[config.mk]
export PLATFORM = sky130hd
export DESIGN_NAME = vfetch
export DESIGN_NICKNAME = d
export VERILOG_FILES = /design/src/hw/zx_pkg.sv /design/src/hw/vfetch.sv
export VERILOG_INCLUDE_DIRS = /design/src /design/src/hw
export SDC_FILE = /design/constraint.sdc
export NUM_CORES = 1
export LEC_CHECK = 0
export BUFFER_PORTS_ARGS = -buffer_cell sky130_fd_sc_hd__buf_2
export CELL_PAD_IN_SITES_DETAIL_PLACEMENT = 0
export CELL_PAD_IN_SITES_GLOBAL_PLACEMENT = 1
export CORE_MARGIN = 4
export CORE_UTILIZATION = 46
export DETAILED_ROUTE_END_ITERATION = 8
export GPL_TIMING_DRIVEN = 1
export HOLD_SLACK_MARGIN = 0.05
export PLACE_DENSITY_LB_ADDON = 0.1
export SETUP_SLACK_MARGIN = 0.02
export SKIP_LAST_GASP = 1
export SYNTH_ARGS = -nofsm -noshare
export SYNTH_HDL_FRONTEND = slang
export SYNTH_SLANG_ARGS = --single-unit
[constraint.sdc]
create_clock -name fclk -period 2.4 [get_ports fclk]
set_input_delay 0 -clock fclk [delete_from_list [all_inputs] [get_ports fclk]]
set_output_delay 0 -clock fclk [all_outputs]
set_load 0.01 [all_outputs]
[src/hw/zx_cfg.svh]
`ifndef ZX_CFG_SVH
`define ZX_CFG_SVH

// dram word address is the page number followed by the word offset in page
`define ZX_DRAM_AW 17
`define ZX_PAGE_BITS 4

// video output buffer, in words
`define ZX_VBUF_DEPTH 4

// 6912 bytes of pixels and attributes
`define ZX_SCREEN_WORDS 3456

`endif

[src/hw/zx_pkg.sv]
`include "zx_cfg.svh"

package zx_pkg;

	// page number as held in the paging registers
	typedef logic [7:0] page_t;

	typedef logic [`ZX_DRAM_AW-1:0] dram_addr_t;

	typedef logic [15:0] dram_word_t;

	// bit 0 selects the low byte
	typedef logic [1:0] bsel_t;

endpackage

[src/hw/vfetch.sv]
`timescale 1ns/1ps
`include "zx_cfg.svh"

module vfetch (
	input  logic               fclk,
	input  logic               arst_n,
	input  zx_pkg::page_t      p7ffd,
	input  logic               vid_frame,
	input  logic               vid_next,
	output logic               vid_valid,
	output zx_pkg::dram_word_t vid_data,
	output logic               video_req,
	output zx_pkg::dram_addr_t video_addr,
	input  logic               video_next,
	input  logic               video_strobe,
	input  zx_pkg::dram_word_t video_data
);

	localparam int OW = `ZX_DRAM_AW - `ZX_PAGE_BITS;
	localparam int PW = $clog2(`ZX_VBUF_DEPTH);
	localparam int CW = $clog2(`ZX_VBUF_DEPTH + 1);

	zx_pkg::dram_word_t fifo [0:`ZX_VBUF_DEPTH-1];
	logic [PW-1:0]      wr_ptr;
	logic [PW-1:0]      rd_ptr;
	logic [CW-1:0]      count;
	logic [OW-1:0]      woff;
	logic               scr;
	logic               inflight;
	logic               drop;
	logic               push;
	logic               pop;
	zx_pkg::page_t      vpage;

	assign vpage = scr ? 8'd7 : 8'd5;
	assign video_addr = {vpage[`ZX_PAGE_BITS-1:0], woff};

	// words granted before a frame pulse are thrown away
	assign push = video_strobe && !drop && !vid_frame;
	assign pop = vid_next && vid_valid && !vid_frame;
	assign vid_valid = (count != '0);
	assign vid_data = fifo[rd_ptr];

	always_ff @(posedge fclk or negedge arst_n)
	begin
		if (!arst_n)
		begin
			video_req <= 1'b0;
			inflight <= 1'b0;
			drop <= 1'b0;
			woff <= '0;
			scr <= 1'b0;
			wr_ptr <= '0;
			rd_ptr <= '0;
			count <= '0;
		end
		else
		begin
			// in-flight word counts as occupied
			video_req <= (count + CW'(inflight)) < CW'(`ZX_VBUF_DEPTH);
			if (video_next)
				inflight <= 1'b1;
			else if (video_strobe)
				inflight <= 1'b0;
			if (vid_frame)
			begin
				drop <= (inflight && !video_strobe) || video_next;
				woff <= '0;
				scr <= p7ffd[3];
				wr_ptr <= '0;
				rd_ptr <= '0;
				count <= '0;
			end
			else
			begin
				if (video_strobe)
					drop <= 1'b0;
				if (video_next)
				begin
					woff <= (woff == OW'(`ZX_SCREEN_WORDS - 1)) ? '0 : woff + 1'b1;
					scr <= p7ffd[3];
				end
				// pointers wrap at the power-of-two depth
				if (push)
					wr_ptr <= wr_ptr + 1'b1;
				if (pop)
					rd_ptr <= rd_ptr + 1'b1;
				count <= count + CW'(push) - CW'(pop);
			end
		end
	end

	always_ff @(posedge fclk)
	begin
		if (push)
			fifo[wr_ptr] <= video_data;
	end

endmodule

==> results.md <==
- Setup violations remaining at the end of the flow were counted as 0.
- Sequential elements use 69.3% of the synthesized area.
- The largest fanout on the critical path is 3.
- The number of remaining DRC errors is 0.
- The floorplan has 32 rows.
- Synthesis inferred 88 register bits.
- The total placed instance area is 4080 um2.
- Setup repair after global routing left no endpoint under its margin.
- In this run the tool buffered the top-level ports with 54 buffer cells.
- The die covers 9400 um2.
- The overall track demand over capacity in global routing is 15.1%.
- The gate count of the mapped netlist is 216.
- The total number of H-tree levels is 3.
- The total detailed-routing wirelength is 6640 um.
- The min-delay analysis places its worst path in the category primary input to async pin.
- In the layout the commonest cells are sky130_fd_sc_hd__edfxtp_1, sky130_fd_sc_hd__buf_2, sky130_fd_sc_hd__dfrtp_1.
- Entering global routing, the biggest net connects 25 pins.
- The starting utilization of the core area is 47.1%.
- The summed area of non-filler cells in the final layout is 4540 um2.
- The core region is 7730 um2.
- The TritonCTS clock tree is yes.
- The number of failing hold endpoints at the final stage is 0.
- Summed over all failing endpoints, the final setup total negative slack is 0 ns.
- The element type at the critical path start is a flop.
- In this run the remaining antenna-violating nets after routing total 0.
- The via count of the first global-routing pass was 2,130.
- In this run the clock root is driven by a sky130_fd_sc_hd__clkbuf_8.
- The fraction of final layout cells with drive strength greater than 1 is 33.1%.
- The arrival time of the worst setup path is 2.47 ns.
- The longest clock path from root to sink contains 2 buffers.
- Summing all multi-input logic gate instances after layout gives 1030 um2.
- The most common cell after layout, fill and taps aside is sky130_fd_sc_hd__edfxtp_1.
- The slew of the pin with the lowest slew margin is 0.636 ns.
- The Yosys step of the flow raised 0 warnings.
- In this run the power density over the cells is 787 nW/um2.
- The worst ir drop on vdd is 0.410 mV.
- The critical path is of the flop to flop type.
- The first routing iteration left 46 violations.
- Using the TritonRoute via totals, the vias-per-cell ratio works out to 5.06.
- The first global-routing pass estimated 11,000 um of wire.
- The average detailed-routed wire length per instance is 16.2 um.
- The final instance count without filler cells is 410.
- The post-layout minimum cycle time is 2.22 ns.
- The commonest register cell after synthesis is sky130_fd_sc_hd__edfxtp_1.
- The maximum clock frequency is 450 MHz.
- The layout net count is 341.
- The synthesized design contains 64 enable-type register cells.
- The number of CTS-inserted buffers is 9.
- The share of flip-flops with an asynchronous set or reset is 27.3%.
- The clock insertion delay at the later pin of the skew report is 0.35 ns.
- The worst clock skew on the final layout is 0.00589 ns.
- The number of library cell types mapped by synthesis is 38.
- The number of inserted filler cells in the final layout is 611.
- The average instance area after synthesis is 16.8 um2.
- The standby leakage power is 1.78 nW.
- The placed wire-length estimate after detailed placement is 4420 um.
- The worst path uses 92.6% of the clock period.
- The horizontal die dimension is 96.9 um.
- The data required time of the worst path is 2.65 ns.
- The top-level I/O count is 65.
- The tool flagged a number of max-cap violations equal to 0.
- The number of max-slew violations in the final report was 0.
- The post-synthesis cell area is 3640 um2.
- The flow ran to the end, and the final reports show no timing, DRC or antenna violations.
- The clock sink total is 88.
- The vias after detailed routing is 2,075.
- The repair_antennas step left the layout with diodes totalling 0.
- The final weighted congestion in routability-driven placement is 0.754.
- The worst max-slew margin expressed relative to the limit is 57.2%.
- The number of cells after detailed placement is 370.
- The total overflow reported by the global router is 0.
- From synthesis to final layout, the design area changed by 24.8%.
- Summing all flip-flop and latch instances after layout gives 2520 um2.
- STA classifies the critical path endpoint as a flop.
- Before antenna repair, the detailed router went through 4 iterations.
- After clock tree synthesis, the clock-pin slew on the worst setup and hold paths is 0.09 ns.
- The initial antenna violation count is 0.
- Measured along the y axis, the die boundary spans 96.9 um.
==> per-layer routing <==
| metal | share of wire (%) | up-vias | GRT usage [%] |
|---|---|---|---|
| li1 | - | 987 | - |
| met1 | 45 | 1026 | 19.4 |
| met2 | 49 | 50 | 23.9 |
| met3 | 3.9 | 12 | 4.76 |
| met4 | 1.8 | 0 | 6.16 |
| met5 | 0 | - | 0 |
==> sequential cells by signal (all words and copies together), names as in the netlist <==
signal	cells
video_req	1
rd_ptr	2
wr_ptr	2
count	3
inflight	1
drop	1
fifo	64
scr	1
woff	13
==> worst max-delay path, stage by stage, from the launching register on <==
cell	delay (ns)
sky130_fd_sc_hd__dfrtp_1	0.41
sky130_fd_sc_hd__or3_4	0.41
sky130_fd_sc_hd__nand2_1	0.11
sky130_fd_sc_hd__nor2_1	0.05
sky130_fd_sc_hd__ha_1	0.29
sky130_fd_sc_hd__inv_1	0.06
sky130_fd_sc_hd__ha_1	0.13
sky130_fd_sc_hd__inv_1	0.04
sky130_fd_sc_hd__fa_1	0.38
sky130_fd_sc_hd__xnor2_1	0.18
sky130_fd_sc_hd__nor2_1	0.05
==> power by group <==
| group | leakage, nW | switching (mW) | total, mW | internal, mW |
|---|---|---|---|---|
| clock network | 0.114 | 0.545 | 1.15 | 0.601 |
| logic | 0.770 | 0.305 | 0.673 | 0.367 |
| registers | 0.896 | 0.0578 | 1.75 | 1.70 |
==> timing repair <==
action,CTS,global route
setup endpoints to repair,0,1
endpoints found under the hold margin,98,0
buffers inserted,0,2
gates resized for setup,0,2
hold buffers,22,0
==> kinds of logic after synthesis <==
family	Yosys count	synth area share (%)
flip-flops	88	69.3
AND/OR/NAND/NOR	53	8.01
buffers and inverters	19	2.65
adder cells (fa/ha/maj)	8	2.96
AO/OA/AOI/OAI	14	2.92
XOR/XNOR	13	3.13
multiplexers	19	10.8
other	2	0.206
==> final cells by class <==
cell class / instances / area share, %
repair buffers: 87 / 13.4
inverters: 7 / 0.579
clock inverters: 7 / 2.23
clock buffers: 9 / 2.73
multi-input cells: 110 / 22.6
flip-flops and latches: 88 / 55.6
well taps: 102 / 2.81
==> worst paths after layout <==
| check | from | end | slack [ns] | cells after the start |
|---|---|---|---|---|
| hold / removal | arst_n | woff[5]$_DFFE_PN0P_ | 0.16 | 2 |
| setup reg to reg | count[0]$_DFF_PN0_ | count[2]$_DFF_PN0_ | 0.18 | 10 |
| max in group asynchronous | arst_n | count[1]$_DFF_PN0_ | 1.82 | 2 |
| hold reg to reg | scr$_DFFE_PN0P_ | scr$_DFFE_PN0P_ | 0.51 | 1 |
| setup / recovery | count[0]$_DFF_PN0_ | count[2]$_DFF_PN0_ | 0.18 | 10 |
| min in group fclk | video_data[6] | fifo[2][6]$_DFFE_PP_ | 0.39 | 2 |
==> synthesized netlist by cell type (2+ instances only) <==
| cell type | number | area share (%) |
|---|---|---|
| sky130_fd_sc_hd__or4_1 | 2 | 0.41 |
| sky130_fd_sc_hd__nor2_1 | 19 | 2.0 |
| sky130_fd_sc_hd__dfrtp_1 | 24 | 17 |
| sky130_fd_sc_hd__mux2_2 | 2 | 0.62 |
| sky130_fd_sc_hd__inv_1 | 7 | 0.72 |
| sky130_fd_sc_hd__conb_1 | 2 | 0.21 |
| sky130_fd_sc_hd__a2111oi_0 | 2 | 0.48 |
| sky130_fd_sc_hd__ha_1 | 7 | 2.4 |
| sky130_fd_sc_hd__nand2_1 | 5 | 0.52 |
| sky130_fd_sc_hd__nand4bb_1 | 2 | 0.62 |
| sky130_fd_sc_hd__clkbuf_1 | 4 | 0.41 |
| sky130_fd_sc_hd__nor4_1 | 2 | 0.34 |
| sky130_fd_sc_hd__nor3_1 | 5 | 0.69 |
| sky130_fd_sc_hd__xor2_1 | 6 | 1.4 |
| sky130_fd_sc_hd__buf_4 | 6 | 1.2 |
| sky130_fd_sc_hd__xnor2_1 | 7 | 1.7 |
| sky130_fd_sc_hd__o31ai_1 | 2 | 0.41 |
| sky130_fd_sc_hd__a21o_1 | 5 | 1.0 |
| sky130_fd_sc_hd__edfxtp_1 | 64 | 53 |
| sky130_fd_sc_hd__nand4_1 | 2 | 0.34 |
| sky130_fd_sc_hd__buf_2 | 2 | 0.28 |
| sky130_fd_sc_hd__mux4_2 | 16 | 9.9 |
| sky130_fd_sc_hd__and2_1 | 4 | 0.69 |
| sky130_fd_sc_hd__nand3_1 | 5 | 0.69 |
==> stage by stage <==
| stage | setup slack [ns] | util, % | hold WS, ns | power [mW] |
|---|---|---|---|---|
| 2_1_floorplan | 0.208 | - | -0.296 | 2.19 |
| 3_3_place_gp | 0.207 | 52.7 | 0.0263 | 2.42 |
| 3_5_place_dp | 0.157 | 52.7 | 0.0369 | 2.41 |
| 4_1_cts | 0.134 | 58.5 | 0.176 | 3.59 |
| 5_1_grt | 0.0267 | 58.8 | 0.205 | 3.77 |
| 6_report | 0.178 | 58.8 | 0.164 | 3.57 |
(Power assumes the default switching activity.)
