==> config.mk <==
export PLATFORM = sky130hd
export DESIGN_NAME = arbiter
export DESIGN_NICKNAME = d
export VERILOG_FILES = /design/src/hw/zx_pkg.sv /design/src/hw/arbiter.sv
export VERILOG_INCLUDE_DIRS = /design/src /design/src/hw
export SDC_FILE = /design/constraint.sdc
export NUM_CORES = 1
export LEC_CHECK = 0
export BUFFER_PORTS_ARGS = -buffer_cell sky130_fd_sc_hd__buf_2
export CAP_MARGIN = 20
export CORE_ASPECT_RATIO = 0.75
export CORE_MARGIN = 1.5
export CORE_UTILIZATION = 30
export DETAILED_ROUTE_END_ITERATION = 7
export GPL_ROUTABILITY_DRIVEN = 0
export HOLD_SLACK_MARGIN = 0.15
export PLACE_DENSITY = 0.87
export SLEW_MARGIN = 5
export SYNTH_ARGS = -nofsm -noshare
export SYNTH_HDL_FRONTEND = slang
export SYNTH_SLANG_ARGS = --single-unit
==> constraint.sdc <==
create_clock -name fclk -period 3.4 [get_ports fclk]
set_clock_uncertainty 0.15 [all_clocks]
set_input_delay 0.68 -clock fclk [delete_from_list [all_inputs] [get_ports fclk]]
set_output_delay 0.68 -clock fclk [all_outputs]
set_load 0.01 [all_outputs]
==> src/hw/zx_cfg.svh <==
`ifndef ZX_CFG_SVH
`define ZX_CFG_SVH

// dram word address is the page number followed by the word offset in page
`define ZX_DRAM_AW 17
`define ZX_PAGE_BITS 4

// video output buffer, in words
`define ZX_VBUF_DEPTH 4

// 6912 bytes of pixels and attributes
`define ZX_SCREEN_WORDS 3456

`endif

==> src/hw/zx_pkg.sv <==
`include "zx_cfg.svh"

package zx_pkg;

	// page number as held in the paging registers
	typedef logic [7:0] page_t;

	typedef logic [`ZX_DRAM_AW-1:0] dram_addr_t;

	typedef logic [15:0] dram_word_t;

	// bit 0 selects the low byte
	typedef logic [1:0] bsel_t;

endpackage

==> src/hw/arbiter.sv <==
`timescale 1ns/1ps

module arbiter (
	input  logic               fclk,
	input  logic               arst_n,
	input  logic               cpu_req,
	input  logic               cpu_rnw,
	input  zx_pkg::dram_addr_t cpu_addr,
	input  zx_pkg::bsel_t      cpu_bsel,
	input  zx_pkg::dram_word_t cpu_wrdata,
	output logic               cpu_strobe,
	output zx_pkg::dram_word_t cpu_rddata,
	input  logic               video_req,
	input  zx_pkg::dram_addr_t video_addr,
	output logic               video_next,
	output logic               video_strobe,
	output zx_pkg::dram_word_t video_data,
	output logic               dram_req,
	output logic               dram_rnw,
	output zx_pkg::dram_addr_t dram_addr,
	output zx_pkg::bsel_t      dram_bsel,
	output zx_pkg::dram_word_t dram_wrdata,
	input  logic               cbeg,
	input  logic               rrdy,
	input  zx_pkg::dram_word_t rddata
);

	logic       take;
	logic       busy;
	logic       own_video;
	logic       own_rnw;
	logic [1:0] age;
	logic       done;

	// video has priority in every slot
	assign take = cbeg && !busy && (video_req || cpu_req);
	assign video_next = take && video_req;

	assign dram_req = take;
	assign dram_rnw = video_req || cpu_rnw;
	assign dram_addr = video_req ? video_addr : cpu_addr;
	assign dram_bsel = video_req ? 2'b11 : cpu_bsel;
	assign dram_wrdata = cpu_wrdata;

	// reads end on rrdy, writes on slot 3 by count
	assign done = busy && (own_rnw ? rrdy : (age == 2'd2));
	assign cpu_strobe = done && !own_video;
	assign video_strobe = done && own_video;
	assign cpu_rddata = rddata;
	assign video_data = rddata;

	always_ff @(posedge fclk or negedge arst_n)
	begin
		if (!arst_n)
		begin
			busy <= 1'b0;
			own_video <= 1'b0;
			own_rnw <= 1'b0;
			age <= 2'd0;
		end
		else if (take)
		begin
			busy <= 1'b1;
			own_video <= video_req;
			own_rnw <= dram_rnw;
			age <= 2'd0;
		end
		else if (done)
			busy <= 1'b0;
		else if (busy)
			age <= age + 2'd1;
	end

endmodule

==> impl_metrics.ini, run 1 <==
[synth]
muxShareOfSynthArea_pct = 25.9
synth_xor_area_share_pct = 0
synth_cells = 96
synth-simple-area-share_pct = 9.83
yosysSeqAreaShare_pct = 14.5
synth_compound_area_share_pct = 3.76
syn_nets = 172
avgSynthCellArea_um2 = 9.02
synth_top_family_by_area = buffers and inverters
syn_area_um2 = 866
ys_seq_elements = 5
ys_types = 17
synthAdderAreaFrac_pct = 1.45
ys.warnings.count = 0

[setup_path]
worst_ep_required_time_ns = 2.57
crit_path_end_kind = output port
worst-endpoint-arrival_ns = 1.67
start_kind = input port
cp_max_fo = 22
worstSetupPathType = input port to output port
r2r_cells = 2

[power]
power_frac_comb_pct = 43.8
clock_power_share_pct = 26.4
irDropWorstVdd_uv = 122
p_total_mw = 0.409
p_int_mw = 0.266
seq_power_share_pct = 29.8
swShare_pct = 34.9
power.density_nw_per_um2 = 444
p_leak_nw = 0.499
p_sw_mw = 0.143

[timing]
hold_viol_final = 0
min_period_over_period_pct = 73.6
setup-violations-final = 0
relSlewSlack_pct = 70.5
period_needed_ns = 2.50
tns_ns = 0
maxSlewViolCount = 0
rsz0062_at_grt = false
fmaxAchievable_mhz = 400
worstMarginPinSlew_ns = 0.442

[finish]
synthToLayoutAreaGrowth_pct = 6.36
postLayoutCellArea_um2 = 921
diodes = 0
final_core_util_pct = 34.3
fin_nets = 193
drive_above_1_share_pct = 79.3

[clocking]
insertion_delay_ns = 0.22
clkTransAtPathRegs_ns = 0.03
ctsHoldBuffers = 1
h-tree-depth = 1
ctsResizeCount = 0
numClockSinks = 5
clockRootBuffer = clkbuf_8
cts_setup_buffers = 0
cts_made_buffers = 3
tritoncts = built
clock_path_buffers = 2

[global_route]
antenna_found_initial = 0
grt_pass1_wl_um = 3550
overflow = 0
grt_pass1_vias = 682
grt_max_degree = 23
grt_usage_pct = 14.6

[die]
die_h_um = 49.5
coreArea_um2 = 2680
num_rows = 16
io-pin-count = 147
dieWidth_um = 65.0
dieArea_um2 = 3220
start_util_pct = 32.3

[drt]
drt_wl_total_um = 2410
remaining_drc_errors = 0
drt_iter0_drc = 17
wl_per_cell_um = 15.9
ant_nets = 0
vias_per_cell = 4.47
first_pass_iters = 4
routed-via-count = 680

[hold_path]
hp-class = flop to flop
hold_depth = 2

[place]
port_buffers = 66
dpl.hpwl_um = 2060
post_dp_cell_area_um2 = 866

[flow_run]
maxCapViolations = 0

[run_status]
status = finished clean
[per-stage QoR]
step / worst slack, ns / instances / hold slack (ns)
final: 0.899 / 152 / 0.396
after global placement: 0.914 / 147 / 0.350
after global routing: 0.789 / 152 / 0.457
after floorplan: 1.34 / 96 / 0.234
after CTS: 0.877 / 152 / 0.389
after detailed placement: 0.873 / 147 / 0.353
[path summary, 6_finish.rpt]
check | end | start | slack, ns
worst min register to register | age[0]$_DFFE_PN0P_ | age[0]$_DFFE_PN0P_ | 0.40
worst max register to register | own_rnw$_DFFE_PN0P_ | busy$_DFFE_PN0P_ | 1.93
max in group asynchronous | own_rnw$_DFFE_PN0P_ | arst_n | 2.31
worst max-delay path | dram_req | video_req | 0.90
worst min-delay path | age[0]$_DFFE_PN0P_ | age[0]$_DFFE_PN0P_ | 0.40
min in group asynchronous | busy$_DFFE_PN0P_ | arst_n | 0.66
[cell usage in the layout (no fill, tap or decap), drive strengths merged]
| cell | n |
|---|---|
| nor3b | 1 |
| clkbuf | 4 |
| or2 | 3 |
| inv | 3 |
| a21o | 1 |
| o21bai | 1 |
| nand3b | 1 |
| dfrtp | 5 |
| mux2i | 1 |
| buf | 66 |
| nand3 | 3 |
| o311ai | 2 |
| ha | 1 |
| and3 | 2 |
| mux2 | 19 |
| nor2 | 1 |
| and3b | 1 |
| dlygate4sd3 | 1 |
[cell families (layout without fill, tap and decap cells)]
| family | count (synthesis) | in the layout |
|---|---|---|
| fa+ha+maj | 1 | 1 |
| mux | 20 | 20 |
| simple gates | 12 | 12 |
| compound gates | 4 | 4 |
| flops | 5 | 5 |
| buf+inv | 54 | 74 |
[critical path: stages]
cell,delay (ns)
buf_2,0.36
nor2_1,0.14
nor3b_4,0.29
buf_2,0.19
[registers in the layout, summed over array words and instances (netlist names)]
register,cells
busy,1
own_video,1
own_rnw,1
age,2
[power groups by stage]
stage,combinational (mW),clock (mW),sequential [mW]
after floorplan,0.184,0,0.104
after global placement,0.172,0,0.119
after detailed placement,0.177,0,0.121
after CTS,0.181,0.111,0.121
after global routing,0.199,0.116,0.128
final,0.179,0.108,0.122
[routing by layer]
layer | up-vias | track usage, % | routed length (um)
li1 | 313 | - | -
met1 | 297 | 15.5 | 881
met2 | 51 | 22.2 | 1090
met3 | 19 | 8.22 | 330
met4 | 0 | 9.38 | 110
met5 | - | 0 | 0
[cell type report]
type,instances,area [um2]
Clock buffer,4,45.0
Multi-Input combinational cell,37,354
Fill cell,309,1760
Inverter,3,11.3
Timing Repair Buffer,67,340
Sequential cell,5,125
Tap cell,36,45.0
[synthesized netlist by cell type]
master,number,area (um2)
buf_4,48,360
mux2_2,19,214
dfrtp_1,5,125
buf_2,3,15.0
inv_1,3,11.3
nand3_1,3,15.0
or2_2,3,18.8
and3_1,2,12.5
o311ai_0,2,17.5
a21o_1,1,7.51
and3b_1,1,8.76
ha_1,1,12.5
mux2i_1,1,10.0
nand3b_1,1,7.51
nor2_1,1,3.75
nor3b_4,1,18.8
o21bai_1,1,7.51
Note: power is estimated with default switching activity, not from simulation.
==> run 2: changes to the inputs <==
CORE_UTILIZATION = 25   (was 30)
PLACE_DENSITY = 0.78   (was 0.87)
clock period = 2.1 ns   (was 3.4 ns; I/O delays follow)
==> impl_metrics.ini, run 2 (synthesis gave the netlist of run 1 again) <==
[run_status]
status = finished clean

[drt]
ant_nets = 0
first_pass_iters = 4
remaining_drc_errors = 0
drt_wl_total_um = 1810
vias_per_cell = 4.46
routed-via-count = 701
drt_iter0_drc = 8
wl_per_cell_um = 11.5

[power]
irDropWorstVdd_uv = 377
power.density_nw_per_um2 = 720
p_total_mw = 0.672
p_leak_nw = 0.505

[finish]
diodes = 0
layout_commonest_cell = buf_2
fillerInstances = 358
postLayoutCellArea_um2 = 933
final_cell_mix = 66 x buf_2, 19 x mux2_2, 5 x dfrtp_1
drive_above_1_share_pct = 79.5
finalNonFillerCells = 157
fin_nets = 194
top_register = age
synthToLayoutAreaGrowth_pct = 7.80
largest_reg_flops = 2

[die]
start_util_pct = 26.3
coreArea_um2 = 3290
num_rows = 18
die_h_um = 54.0
dieWidth_um = 71.0
io-pin-count = 147
dieArea_um2 = 3830

[place]
dpl.cell_count = 152
dpl_worst_slack_ns = 0.162
dpl.hpwl_um = 1440
port_buffers = 66
post_dp_cell_area_um2 = 878

[setup_path]
start_kind = flop
cp_max_fo = 4
worst-endpoint-arrival_ns = 1.45
crit_path_end_kind = output port
worstSetupPathType = flop to output port
worst_ep_required_time_ns = 1.53

[global_route]
use_met2_pct = 12.9
grt_pass1_wl_um = 2460
grt_pass1_vias = 572
grt_usage_pct = 8.66
antenna_found_initial = 0
top_usage_layer = met2
gr-usage-met1_pct = 8.52
gr-usage-met3_pct = 7.30
grt_max_degree = 23
overflow = 0

[clocking]
numClockSinks = 5
ctsResizeCount = 0
clock_path_buffers = 2
h-tree-depth = 1
tritoncts = built
cts_made_buffers = 3
insertion_delay_ns = 0.23
clkTransAtPathRegs_ns = 0.04
clockRootBuffer = clkbuf_8

[timing]
relSlewSlack_pct = 70.3
fmaxAchievable_mhz = 494
period_needed_ns = 2.02
maxSlewViolCount = 0
setup_ws_ns = 0.0762
rsz0062_at_grt = false
worstMarginPinSlew_ns = 0.446
tns_ns = 0
min_period_over_period_pct = 96.4
hold_viol_final = 0
setup-violations-final = 0

[hold_path]
hp-class = input port to flop

[flow_run]
maxCapViolations = 0
## run 2: cell count changes in the layout (fill, tap and decap cells not counted)
cell   delta
buf_4     +1
## run 2: area by class of cell
class	count	area (um2)	area share [%]
multi-input combinational	37	354	37.9
sequential	5	125	13.4
tap	40	50.0	5.36
clock buffer	4	45.0	4.83
inverter	3	11.3	1.21
timing repair buffer	68	348	37.3
## run 2: final timing paths
kind	start	end	slack [ns]	cells past startpoint
max in group asynchronous	arst_n	age[1]$_DFFE_PN0P_	1.28	2
setup reg to reg	age[0]$_DFFE_PN0P_	age[0]$_DFFE_PN0P_	0.68	5
hold / removal	cpu_rnw	own_rnw$_DFFE_PN0P_	0.37	3
min in group asynchronous	arst_n	own_rnw$_DFFE_PN0P_	0.39	2
hold reg to reg	age[0]$_DFFE_PN0P_	age[0]$_DFFE_PN0P_	0.40	2
setup / recovery	age[0]$_DFFE_PN0P_	video_strobe	0.08	5
## run 2: routing by layer
layer | up-vias | wire length [um]
li1 | 316 | -
met1 | 305 | 677
met2 | 74 | 782
met3 | 6 | 319
met4 | 0 | 31
met5 | - | 0
## run 2: through the flow
stage	util [%]	hold slack, ns
2_1_floorplan	-	-0.0256
3_3_place_gp	26.7	0.0929
3_5_place_dp	26.7	0.0918
4_1_cts	28.4	0.366
5_1_grt	28.4	0.385
6_report	28.4	0.370
## run 2: worst max-delay path, stage by stage, from the launching register on
cell     delay [ns]
dfrtp_1        0.34
inv_1          0.07
ha_1           0.20
mux2_2         0.30
and3_1         0.19
buf_2          0.13
## run 2: power by group
part | total [mW] | internal [mW] | switching (mW)
clock | 0.187 | 0.131 | 0.0559
sequential | 0.195 | 0.142 | 0.0535
combinational | 0.289 | 0.164 | 0.125
total | 0.672 | 0.437 | 0.235
## run 2: repair_timing
item,4_1_cts,5_1_grt
hold endpoints to repair,5,0
hold buffers,1,0
setup endpoints to repair,0,0
buffers inserted,0,0
==> run 3: changes to the inputs <==
CORE_ASPECT_RATIO = not set   (was 0.75)
==> impl_metrics.ini, run 3 (synthesis gave the netlist of run 1 again) <==
[place]
post_dp_cell_area_um2 = 886
dpl_worst_slack_ns = 0.177
dpl.hpwl_um = 1570
port_buffers = 66

[global_route]
grt_pass1_vias = 617
grt_usage_pct = 8.97
grt_max_degree = 23
grt_pass1_wl_um = 2540
overflow = 0
antenna_found_initial = 0

[power]
clock_power_share_pct = 17.6
power_frac_comb_pct = 50.4
power.density_nw_per_um2 = 658
irDropWorstVdd_uv = 318
p_sw_mw = 0.222
swShare_pct = 36.1
seq_power_share_pct = 32.0
p_leak_nw = 0.504
p_int_mw = 0.394

[finish]
largest_reg_flops = 2
diodes = 0
postLayoutCellArea_um2 = 936
fin_nets = 195
multi_input_area_um2 = 360
final_cell_mix = 66 x buf_2, 18 x mux2_2, 5 x dfrtp_1
register_area_um2 = 125
top_register = age
drive_above_1_share_pct = 81.4
layout_commonest_cell = buf_2
synthToLayoutAreaGrowth_pct = 8.09
fillerInstances = 374

[drt]
wl_per_cell_um = 11.2
routed.top_layer = met4
first_pass_iters = 3
route.met3.wl_um = 267
wl_met1_um = 599
routed-via-count = 706
remaining_drc_errors = 0
drt_iter0_drc = 19
drt_wl_total_um = 1840
dr_wl_met2_um = 900
ant_nets = 0
vias_per_cell = 4.30

[setup_path]
cp_slowest_stage_delay_ns = 0.36
worstSetupPathType = flop to output port
worst-endpoint-arrival_ns = 1.43
worst_ep_required_time_ns = 1.53
start_kind = flop
cp_max_fo = 4
cp_slowest_cell = dfrtp_1
cp_cell_sequence = inv_2 -> ha_2 -> mux2_4 -> and3_1 -> buf_2
crit_path_end_kind = output port
reg2reg_setup_slack_ns = 0.68

[die]
num_rows = 21
coreArea_um2 = 3340
die_h_um = 61.9
start_util_pct = 25.9
io-pin-count = 147
dieArea_um2 = 3830
dieWidth_um = 61.9

[clocking]
clkTransAtPathRegs_ns = 0.04
clock_path_buffers = 2
h-tree-depth = 1
insertion_delay_ns = 0.24
tritoncts = built
clockRootBuffer = clkbuf_4
numClockSinks = 5
cts_made_buffers = 3

[flow_run]
maxCapViolations = 0

[run_status]
status = finished clean

[timing]
min_period_over_period_pct = 95.1
relSlewSlack_pct = 71.8
fmaxAchievable_mhz = 501
maxSlewViolCount = 0
period_needed_ns = 2.00
worstMarginPinSlew_ns = 0.422
setup-violations-final = 0
setup_ws_ns = 0.103
rsz0062_at_grt = false
hold_viol_final = 0
tns_ns = 0

[hold_path]
hp-class = input port to async pin
-- run 3: changes by cell type in the layout (fill, tap and decap cells not counted), sizes merged --
cell,before,now
buf,67,68
-- run 3: worst paths after layout --
kind                                        from  depth (start not counted)                    end
max                           age[0]$_DFFE_PN0P_                          5             cpu_strobe
min                                       arst_n                          2  own_video$_DFFE_PN0P_
max reg2reg                   age[0]$_DFFE_PN0P_                          5     age[0]$_DFFE_PN0P_
min reg2reg                own_video$_DFFE_PN0P_                          2  own_video$_DFFE_PN0P_
max in group asynchronous                 arst_n                          2     age[0]$_DFFE_PN0P_
min in group fclk                        cpu_rnw                          3    own_rnw$_DFFE_PN0P_
-- run 3: final cells by class --
type	count	area share (%)
clock buffers	4	2.81
inverters	3	1.20
multi-input cells	37	38.5
flip-flops and latches	5	13.4
well taps	46	6.15
repair buffers	69	38.0
-- run 3: power by group through the flow --
stage	combinational, mW	clock, mW	sequential [mW]
final	0.310	0.109	0.197
after global routing	0.349	0.121	0.205
after CTS	0.293	0.116	0.195
after detailed placement	0.291	0	0.197
after global placement	0.284	0	0.191
after floorplan	0.298	0	0.169
-- run 3: what timing repair did --
item | CTS | global route
hold buffers | 1 | 0
setup buffers | 0 | 1
gates resized for setup | 0 | 3
setup endpoints to repair | 0 | 2
endpoints found under the hold margin | 5 | 0
-- run 3: per-layer routing --
layer,track usage [%],vias to the layer above
li1,-,316
met1,8.45,313
met2,15.6,59
met3,3.93,18
met5,0,-
met4,6.08,0
-- run 3: stage by stage --
step | power, mW | hold WS (ns) | util (%) | cells
floorplan | 0.467 | -0.0256 | - | 96
detailed placement | 0.487 | 0.0922 | 26.5 | 158
finish | 0.616 | 0.368 | 28.0 | 164
global route | 0.676 | 0.371 | 28.0 | 164
CTS | 0.605 | 0.358 | 27.6 | 163
global placement | 0.475 | 0.0876 | 26.5 | 158
-- run 3: critical path: cells and delay by family, from the launching register on --
| family | cells | cell delay, ns |
|---|---|---|
| flip-flops | 1 | 0.36 |
| AND/OR/NAND/NOR | 1 | 0.18 |
| buffers and inverters | 2 | 0.18 |
| multiplexers | 1 | 0.29 |
| adder cells (fa/ha/maj) | 1 | 0.18 |
