$ cat config.mk
export PLATFORM = sky130hd
export DESIGN_NAME = page_regs
export DESIGN_NICKNAME = d
export VERILOG_FILES = /design/src/hw/zx_pkg.sv /design/src/hw/page_regs.sv
export VERILOG_INCLUDE_DIRS = /design/src /design/src/hw
export SDC_FILE = /design/constraint.sdc
export NUM_CORES = 1
export LEC_CHECK = 0
export BUFFER_PORTS_ARGS = -buffer_cell sky130_fd_sc_hd__buf_2
export CAP_MARGIN = 20
export CORE_MARGIN = 2
export CORE_UTILIZATION = 40
export DETAILED_ROUTE_END_ITERATION = 10
export HOLD_SLACK_MARGIN = 0.05
export PLACE_DENSITY = 0.86
export SLEW_MARGIN = 5
export SYNTH_ARGS = -nofsm -noshare
export SYNTH_HDL_FRONTEND = slang
export SYNTH_SLANG_ARGS = --single-unit
$ cat constraint.sdc
create_clock -name fclk -period 1.5 [get_ports fclk]
set_input_delay 0.225 -clock fclk [delete_from_list [all_inputs] [get_ports fclk]]
set_output_delay 0.225 -clock fclk [all_outputs]
set_load 0.01 [all_outputs]
$ cat src/hw/zx_cfg.svh
`ifndef ZX_CFG_SVH
`define ZX_CFG_SVH

// dram word address is the page number followed by the word offset in page
`define ZX_DRAM_AW 17
`define ZX_PAGE_BITS 4

// video output buffer, in words
`define ZX_VBUF_DEPTH 4

// 6912 bytes of pixels and attributes
`define ZX_SCREEN_WORDS 3456

`endif

$ cat src/hw/zx_pkg.sv
`include "zx_cfg.svh"

package zx_pkg;

	// page number as held in the paging registers
	typedef logic [7:0] page_t;

	typedef logic [`ZX_DRAM_AW-1:0] dram_addr_t;

	typedef logic [15:0] dram_word_t;

	// bit 0 selects the low byte
	typedef logic [1:0] bsel_t;

endpackage

$ cat src/hw/page_regs.sv
`timescale 1ns/1ps

module page_regs (
	input  logic          fclk,
	input  logic          arst_n,
	input  logic          port_wr,
	input  logic [15:0]   port_adr,
	input  logic [7:0]    port_dat,
	output zx_pkg::page_t p7ffd,
	output zx_pkg::page_t peff7
);

	logic hit_7ffd;
	logic hit_eff7;

	// partial decode on low a15 and a1
	assign hit_7ffd = port_wr && !port_adr[15] && !port_adr[1];
	assign hit_eff7 = port_wr && (port_adr == 16'hEFF7);

	always_ff @(posedge fclk or negedge arst_n)
	begin
		if (!arst_n)
		begin
			p7ffd <= '0;
			peff7 <= '0;
		end
		else
		begin
			// bit 5 freezes 7ffd until the next reset
			if (hit_7ffd && !p7ffd[5])
				p7ffd <= port_dat;
			if (hit_eff7)
				peff7 <= port_dat;
		end
	end

endmodule

==> key figures, run 1 <==
Critical path
  • CP Data Required Time: 1.67 ns
  • Worst-path maximum fanout: 8
  • Kind of critical path: reg2reg
  • Arrival time at the worst endpoint: 1.50 ns
  • Setup crit start kind: register
  • Critical Path Sink Type: register

Logic synthesis
  • Syn Area/Cell: 17.0 um^2
  • Post-synthesis register bit count: 16
  • Seq/Total Area, Yosys: 60.5%
  • Synthesized Nets: 66
  • Synthesized area: 662 um^2
  • Yosys cell types: 9
  • Syn Inst Count: 39
  • Syn. warnings: 0

Detailed routing
  • Vias/cell: approximately 5
  • Post-DR wirelength/cell: 13.1 um
  • Post-DRT Antenna Nets: 0
  • Drt pass-1 iters: 4
  • # DRC: 0
  • 1st-iter DRT viols: 2
  • Final WL: 1350 um
  • Vias: 522

Power and ir drop
  • Power per cell area: 1250 nW/um^2
  • Worst VDD drop: about 900 uV
  • Static Leakage: 0.515 nW
  • Final total power: 1.18 mW
  • Net Sw Frac: 27.4%
  • Switching power: 323 uW
  • Sequential share of power: 49.9%
  • Pint: around 860 uW
  • Comb pwr share: 26.7%
  • Clk pwr share: 23.4%

Cells and area
  • Synth-to-Final Area Change: 42.9%
  • Ant. Diodes: 0
  • Filler cell count: 130
  • Commonest non-fill, non-tap cell in the layout: buf_2
  • Area of the multi-input gates: 262 um^2
  • FF+latch area: 400 um^2
  • Share of cells above drive strength 1: around three quarters
  • Nets: ~120
  • Final Cell Area: ~950 um^2
  • Most frequent cells in the layout: buf_2, dfrtp_1, mux2_2

Worst hold path
  • Hold Crit Class: in2reg

Global route
  • Vias in the first global route: 552
  • Global-route wire length before repair: 2270 um
  • Overflow after GRT: 0
  • Largest net degree at the start of global routing: 17
  • Antenna violations before repair: 0
  • Gr usage total: 15.7%

CTS
  • Htree depth: 1
  • CTS tree: built
  • Clk_lat worst skew: 0.28 ns
  • Num CTS Buffers: 3
  • Clk sink count: 16
  • Maximum root-to-sink buffer count: 2
  • Root cell of the clock tree: clkbuf_4
  • Clk slew on worst S/H paths: ~0.090 ns

Timing
  • Setup violators final: 0
  • Slew @ Worst Pin: approximately 0.35 ns
  • Slew Viols, Final: 0
  • Relative max-transition margin: 76.4%
  • Fin crit period: 1.34 ns
  • Achievable Freq: 0.746 GHz
  • TNS Setup: 0 ns
  • Hold Vio Cnt, Final: 0
  • Clock skew: 0.00560 ns
  • Fin crit share: 89.3%
  • RSZ-0062 raised after global routing: false

Floorplanning
  • Core box area: around 1500 um^2
  • Initial cell density of the core: 43.4%
  • Top Ports: 43
  • Die Height: around 45 um
  • Die ar.: 2000 um^2
  • Row count: 14
  • Die Span X: 44.7 um

Flow run
  • Max Cap Viol: 0

Placement
  • GP Congestion: 0.642
  • Final HPWL DP: about 1100 um
  • IO buf count: 42
  • Post-DP Area: 900 um^2

Outcome
  • Status: complete, no violations
Yosys cell counts:
| cell | count | share of area [%] |
|---|---|---|
| dfrtp_1 | 16 | 60 |
| nor3_2 | 1 | 1.5 |
| nand3b_1 | 1 | 1.1 |
| mux2_2 | 15 | 26 |
| and4b_1 | 1 | 1.5 |
| a21o_1 | 1 | 1.1 |
| nand4_4 | 1 | 3.2 |
| nand4_1 | 2 | 1.9 |
| nor4b_4 | 1 | 3.6 |
power by group through the flow:
stage / logic [mW] / registers [mW] / clock network [mW]
4_1_cts: 0.323 / 0.591 / 0.288
2_1_floorplan: 0.100 / 0.646 / 0
3_5_place_dp: 0.320 / 0.600 / 0
3_3_place_gp: 0.310 / 0.590 / 0
6_report: 0.315 / 0.589 / 0.276
5_1_grt: 0.349 / 0.604 / 0.300
what timing repair did:
action,4_1_cts,5_1_grt
resized for setup,0,0
endpoints found under the hold margin,16,0
buffers inserted,0,0
endpoints found under the setup margin,0,0
hold buffers,1,0
stage by stage:
stage	cells	hold WS (ns)	util, %	setup slack, ns
floorplan	39	-0.0706	-	0.117
global placement	98	0.143	59.0	0.145
detailed placement	98	0.155	59.0	0.0887
CTS	103	0.162	62.1	0.147
global route	103	0.173	62.1	0.0815
finish	103	0.166	62.1	0.160
area by class of cell:
cell class | instances | share of cell area, %
Multi-Input combinational cell | 23 | 27.6
Tap cell | 16 | 2.12
Clock buffer | 4 | 3.84
Timing Repair Buffer | 44 | 24.1
Sequential cell | 16 | 42.3
kinds of logic (layout without fill, tap and decap cells):
family | count (synthesis) | in the layout | synth area share [%]
multiplexers | 15 | 15 | 25.5
buffers and inverters | 0 | 48 | 0
AO/OA/AOI/OAI | 1 | 1 | 1.13
AND/OR/NAND/NOR | 7 | 7 | 12.9
flip-flops | 16 | 16 | 60.5
layer usage:
| layer | GRT usage [%] | part of all wire [%] | wire, um | vias to the layer above |
|---|---|---|---|---|
| li1 | - | - | - | 245 |
| met1 | 18.0 | 37 | 499 | 253 |
| met2 | 28.4 | 55 | 736 | 22 |
| met3 | 5.31 | 7.3 | 98 | 2 |
| met4 | 3.03 | 1.2 | 16 | 0 |
| met5 | 0 | 0 | 0 | - |
critical path: stages (launching register included):
cell and delay [ns]:
dfrtp_1 0.43, nor4b_4 0.25, buf_4 0.21, mux2_2 0.34
sequential cells by signal, summed over array words and instances (netlist names):
register	cells
peff7	8
p7ffd	8
final timing paths:
check	endpoint	start	cells after the start	slack [ns]
worst max-delay path	p7ffd[4]$_DFFE_PN0P_	p7ffd[5]$_DFFE_PN0P_	3	0.16
worst min-delay path	p7ffd[5]$_DFFE_PN0P_	port_dat[5]	2	0.17
worst max register to register	p7ffd[4]$_DFFE_PN0P_	p7ffd[5]$_DFFE_PN0P_	3	0.16
worst min register to register	peff7[5]$_DFFE_PN0P_	peff7[5]$_DFFE_PN0P_	1	0.51
max in group asynchronous	peff7[7]$_DFFE_PN0P_	arst_n	2	0.87
min in group asynchronous	peff7[0]$_DFFE_PN0P_	arst_n	2	0.37
No activity file was read; power rests on OpenSTA's default activity.
==> run 2: changes to the inputs <==
--- a/config.mk
+++ b/config.mk
@@ -8,6 +8,7 @@
 export LEC_CHECK = 0
 export BUFFER_PORTS_ARGS = -buffer_cell sky130_fd_sc_hd__buf_2
 export CAP_MARGIN = 20
+export CORE_ASPECT_RATIO = 1.25
 export CORE_MARGIN = 2
 export CORE_UTILIZATION = 40
 export DETAILED_ROUTE_END_ITERATION = 10
==> run 2 against run 1 <==
Against the previous run:
- worst setup slack got worse by 0.0017 ns
- core utilization decreased by 2.2 points
- first-iteration DRC count increased by 50%
- power decreased by 4.9%
- highest routed layer is now met3
==> key figures, run 2 (synthesis results as in run 1) <==
Critical path
  • Arrival time at the worst endpoint: around 1.5 ns
  • Crit path depth: 3
  • Worst Setup EP: p7ffd[6]$_DFFE_PN0P_
  • CP Cell Sequence: nor4b_4 -> buf_4 -> mux2_2
  • CP Data Required Time: about 1.7 ns
  • Setup crit start kind: register
  • FF-to-FF Start: p7ffd[5]$_DFFE_PN0P_
  • WP buf/inv: 1
  • CP startpoint: p7ffd[5]$_DFFE_PN0P_
  • R2R Setup Slk: about 0.16 ns
  • Top delay family on crit path: flip-flops
  • CP max stage delay: 0.43 ns
  • Worst-case reg-to-reg path depth: 3
  • Kind of critical path: reg2reg
  • RR Endpoint: p7ffd[6]$_DFFE_PN0P_
  • Worst-path maximum fanout: 8
  • Slowest cell on the critical path: dfrtp_1
  • Critical Path Sink Type: register

Cells and area
  • Final Cell Area: ~930 um^2
  • Post-route insts no fill: between 100 and 150
  • Fin util: about three fifths
  • Synth-to-Final Area Change: 41.2%
  • Area of the multi-input gates: 262 um^2
  • FF+latch area: 400 um^2
  • Largest registers: p7ffd x8, peff7 x8
  • Ant. Diodes: 0
  • Commonest non-fill, non-tap cell in the layout: buf_2
  • Share of cells above drive strength 1: between 70% and 80%
  • Filler cell count: 128
  • Nets: 115
  • Most frequent cells in the layout: buf_2, dfrtp_1, mux2_2

Placement
  • Post-DP Area: 902 um^2
  • Place WS: 0.101 ns
  • Inst Count DP: 100
  • IO buf count: 42
  • Final HPWL DP: roughly 1200 um
  • GP Congestion: 0.669

Detailed routing
  • Final WL: 1390 um
  • 1st-iter DRT viols: 3
  • Drt pass-1 iters: 4
  • Post-DRT Antenna Nets: 0
  • # DRC: 0
  • Post-DR wirelength/cell: ~13 um
  • Vias: 489
  • Vias/cell: 4.70

CTS
  • Clk slew on worst S/H paths: approximately 0.080 ns
  • CTS tree: built
  • Root cell of the clock tree: clkbuf_4
  • Maximum root-to-sink buffer count: 2
  • Clk_lat worst skew: ~0.27 ns
  • Post CTS Setup Buffer Count: 0
  • Clk sink count: 16
  • Num CTS Buffers: 3
  • Htree depth: 1

Timing
  • Slew Viols, Final: 0
  • Achievable Freq: 0.745 GHz
  • Hold Vio Cnt, Final: 0
  • Slew @ Worst Pin: 0.334 ns
  • Setup violators final: 0
  • TNS Setup: 0 ns
  • Fin crit period: 1.34 ns
  • RSZ-0062 raised after global routing: false
  • Relative max-transition margin: 77.7%
  • Fin crit share: 89.4%
  • Min setup slack post-route: 0.159 ns
  • Hold_ws: around 0.17 ns
  • Clock skew: roughly 0.00063 ns

Global route
  • Gr usage total: 16.8%
  • Antenna violations before repair: 0
  • Overflow after GRT: 0
  • Largest net degree at the start of global routing: 17
  • Global-route wire length before repair: about 2300 um
  • Vias in the first global route: 541

Floorplanning
  • Initial cell density of the core: 42.4%
  • Core box area: approximately 1600 um^2
  • Die ar.: 2000 um^2
  • Top Ports: 43
  • Die Span X: 40.4 um
  • Die Height: 49.5 um
  • Row count: 16

Worst hold path
  • WHS Path Cells: 2
  • Hold Crit Class: in2reg

Flow run
  • Max Cap Viol: 0

Power and ir drop
  • Power per cell area: 1200 nW/um^2
  • Static Leakage: 0.508 nW
  • Final total power: around 1.1 mW
  • Worst VDD drop: 819 uV

Outcome
  • Status: complete, no violations
==> run 2: worst min-delay path by stage <==
stage | startpoint | endpoint | slack [ns]
final | port_dat[5] | p7ffd[5]$_DFFE_PN0P_ | 0.17
after floorplan | arst_n | p7ffd[0]$_DFFE_PN0P_ | -0.07
after global placement | arst_n | p7ffd[7]$_DFFE_PN0P_ | 0.14
after global routing | port_dat[5] | p7ffd[5]$_DFFE_PN0P_ | 0.19
after CTS | port_dat[5] | p7ffd[5]$_DFFE_PN0P_ | 0.17
after detailed placement | arst_n | peff7[5]$_DFFE_PN0P_ | 0.14
==> run 2: metal layers <==
metal,global-route usage (%),wire length (um)
met1,19.9,502
met2,29.1,821
met3,2.70,70
met4,5.00,0
met5,0,0
==> run 2: layout make-up <==
type                    instances  share of cell area, %
repair buffers                 44                   24.4
clock buffers                   3                   2.41
flip-flops and latches         16                   42.8
multi-input cells              23                   28.0
well taps                      18                   2.41
==> run 2: timing repair <==
action,4_1_cts,5_1_grt
hold endpoints to repair,16,0
endpoints found under the setup margin,0,0
gates resized for setup,0,0
hold buffers,1,0
==> run 2: report_power, final <==
group | leakage (nW) | internal (mW) | total [mW] | switching [mW]
clock network | 0.0138 | 0.0929 | 0.210 | 0.117
registers | 0.205 | 0.533 | 0.591 | 0.0572
logic | 0.289 | 0.176 | 0.321 | 0.145
==> run 3: changes to the inputs <==
--- a/config.mk
+++ b/config.mk
@@ -14,6 +14,7 @@
 export DETAILED_ROUTE_END_ITERATION = 10
 export HOLD_SLACK_MARGIN = 0.05
 export PLACE_DENSITY = 0.86
+export SKIP_CTS_REPAIR_TIMING = 1
 export SLEW_MARGIN = 5
 export SYNTH_ARGS = -nofsm -noshare
 export SYNTH_HDL_FRONTEND = slang
==> constraint.sdc (replaced) <==
create_clock -name fclk -period 1.5 [get_ports fclk]
set_input_delay 0.3 -clock fclk [delete_from_list [all_inputs] [get_ports fclk]]
set_output_delay 0.3 -clock fclk [all_outputs]
set_load 0.01 [all_outputs]
==> run 3 against run 2 <==
Against the previous run:
- power up 5.8%
- die area unchanged
- cell count up 0.96%
- clock-buffer cell count up 1
- register-to-register slack about the same
- non-clock buffer count unchanged
- sequential share of layout area down 0.62 points
- sequential power about the same
- maximum frequency up 0.19%
- global-route usage up 0.78 points
- cell area up 1.5%
- core utilization up 0.88 points
- largest power group unchanged
==> key figures, run 3 (synthesis results as in run 1) <==
Outcome
  • Status: complete, no violations

Floorplanning
  • Die ar.: 2000 um^2
  • Core box area: 1560 um^2
  • Initial cell density of the core: 42.4%
  • Die Span X: roughly 40 um
  • Die Height: 49.5 um
  • Row count: 16
  • Top Ports: 43

CTS
  • Maximum root-to-sink buffer count: 2
  • Clk slew on worst S/H paths: ~0.090 ns
  • Htree depth: 1
  • Root cell of the clock tree: clkbuf_4
  • CTS tree: built
  • Clk sink count: 16
  • Clk_lat worst skew: 0.28 ns
  • Num CTS Buffers: 3

Detailed routing
  • Post-DR wirelength/cell: 13.8 um
  • 1st-iter DRT viols: 3
  • Vias/cell: between 4 and 5
  • Post-DRT Antenna Nets: 0
  • Vias: just over 500
  • # DRC: 0
  • Final WL: 1450 um
  • Drt pass-1 iters: 4

Timing
  • Fin crit share: 89.3%
  • Hold Vio Cnt, Final: 0
  • Clock skew: 0.000843 ns
  • Achievable Freq: 0.747 GHz
  • Setup violators final: 0
  • Slew @ Worst Pin: approximately 0.33 ns
  • Fin crit period: 1.34 ns
  • Min setup slack post-route: about 0.16 ns
  • RSZ-0062 raised after global routing: false
  • Relative max-transition margin: 77.9%
  • Slew Viols, Final: 0
  • TNS Setup: 0 ns

Global route
  • Vias in the first global route: ~560
  • Global-route wire length before repair: around 2400 um
  • Largest net degree at the start of global routing: 17
  • Antenna violations before repair: 0
  • Gr usage total: 17.5%
  • Overflow after GRT: 0

Worst hold path
  • WHS Path Cells: 2
  • Hold Path Origin: port_dat[5]
  • Hold Crit Class: in2reg
  • Worst hold endpoint: p7ffd[5]$_DFFE_PN0P_

Power and ir drop
  • Final total power: roughly 1.2 mW
  • Power per cell area: 1250 nW/um^2
  • Worst VDD drop: between 700 and 800 uV
  • Static Leakage: 0.515 nW

Cells and area
  • Share of cells above drive strength 1: 74.7%
  • Most frequent cells in the layout: buf_2, dfrtp_1, mux2_2
  • Commonest non-fill, non-tap cell in the layout: buf_2
  • Area of the multi-input gates: approximately 260 um^2
  • Largest registers: p7ffd x8, peff7 x8
  • Ant. Diodes: 0
  • FF+latch area: 400 um^2
  • Fin util: 60.7%
  • Nets: 115
  • Filler cell count: about 140
  • Synth-to-Final Area Change: 43.3%

Placement
  • IO buf count: 42
  • Final HPWL DP: 1190 um
  • Place WS: 0.0213 ns
  • GP Congestion: 0.669

Critical path
  • RR Endpoint: p7ffd[6]$_DFFE_PN0P_
  • Setup crit start kind: register
  • WP buf/inv: 1
  • Arrival time at the worst endpoint: 1.51 ns
  • Critical Path Sink Type: register
  • R2R Setup Slk: about 0.16 ns
  • CP Cell Sequence: nor4b_4 -> buf_4 -> mux2_2
  • Worst-case reg-to-reg path depth: 3
  • Kind of critical path: reg2reg
  • Worst-path maximum fanout: 8
  • CP Data Required Time: between 1.5 and 2 ns
  • Top delay family on crit path: flip-flops
  • CP max stage delay: 0.43 ns
  • FF-to-FF Start: p7ffd[5]$_DFFE_PN0P_
  • Slowest cell on the critical path: dfrtp_1

Flow run
  • Max Cap Viol: 0
-- run 3: cell count changes in the layout (fill, tap and decap cells not counted) --
cell | before | now
clkbuf_8 | 0 | 1
-- run 3: worst max path at each step --
| stage | to | cells after the start | slack (ns) | from |
|---|---|---|---|---|
| 2_1_floorplan | p7ffd[0]$_DFFE_PN0P_ | 2 | 0.12 | p7ffd[5]$_DFFE_PN0P_ |
| 3_3_place_gp | peff7[7]$_DFFE_PN0P_ | 5 | 0.07 | port_adr[12] |
| 3_5_place_dp | peff7[2]$_DFFE_PN0P_ | 5 | 0.02 | port_adr[12] |
| 4_1_cts | p7ffd[6]$_DFFE_PN0P_ | 3 | 0.15 | p7ffd[5]$_DFFE_PN0P_ |
| 5_1_grt | p7ffd[7]$_DFFE_PN0P_ | 3 | 0.06 | p7ffd[5]$_DFFE_PN0P_ |
| 6_report | p7ffd[6]$_DFFE_PN0P_ | 3 | 0.16 | p7ffd[5]$_DFFE_PN0P_ |
-- run 3: power by group --
group | leakage (nW) | internal, mW | total (mW) | switching [mW]
sequential | 0.205 | 0.533 | 0.590 | 0.0566
clock | 0.0210 | 0.148 | 0.276 | 0.129
combinational | 0.289 | 0.176 | 0.321 | 0.145
-- run 3: cell type report --
class	count	share of cell area (%)
Clock buffer	4	3.83
Tap cell	18	2.37
Multi-Input combinational cell	23	27.6
Timing Repair Buffer	44	24.0
Sequential cell	16	42.2
-- run 3: per-stage QoR --
| step | hold slack (ns) | cells | instance area [um^2] |
|---|---|---|---|
| floorplan | 0.00441 | 39 | 662 |
| global route | 0.247 | 105 | 948 |
| global placement | 0.219 | 100 | 902 |
| detailed placement | 0.219 | 100 | 902 |
| CTS | -0.0897 | 104 | 938 |
| finish | 0.234 | 105 | 948 |
-- run 3: routing by layer --
metal | vias up | GRT usage [%] | share of wire, % | wire length [um]
met3 | 2 | 4.05 | 4.8 | 70
met2 | 17 | 29.9 | 58 | 842
li1 | 245 | - | - | -
met5 | - | 0 | 0 | 0
met4 | 0 | 6.67 | 0.83 | 12
met1 | 241 | 19.9 | 36 | 521
-- run 3: worst register-to-register path: cells and delay by family (launching register included) --
family	cells	cell delay, ns
muxes	1	0.35
DFF	1	0.43
and+or+nand+nor	1	0.25
buffers and inverters	1	0.20
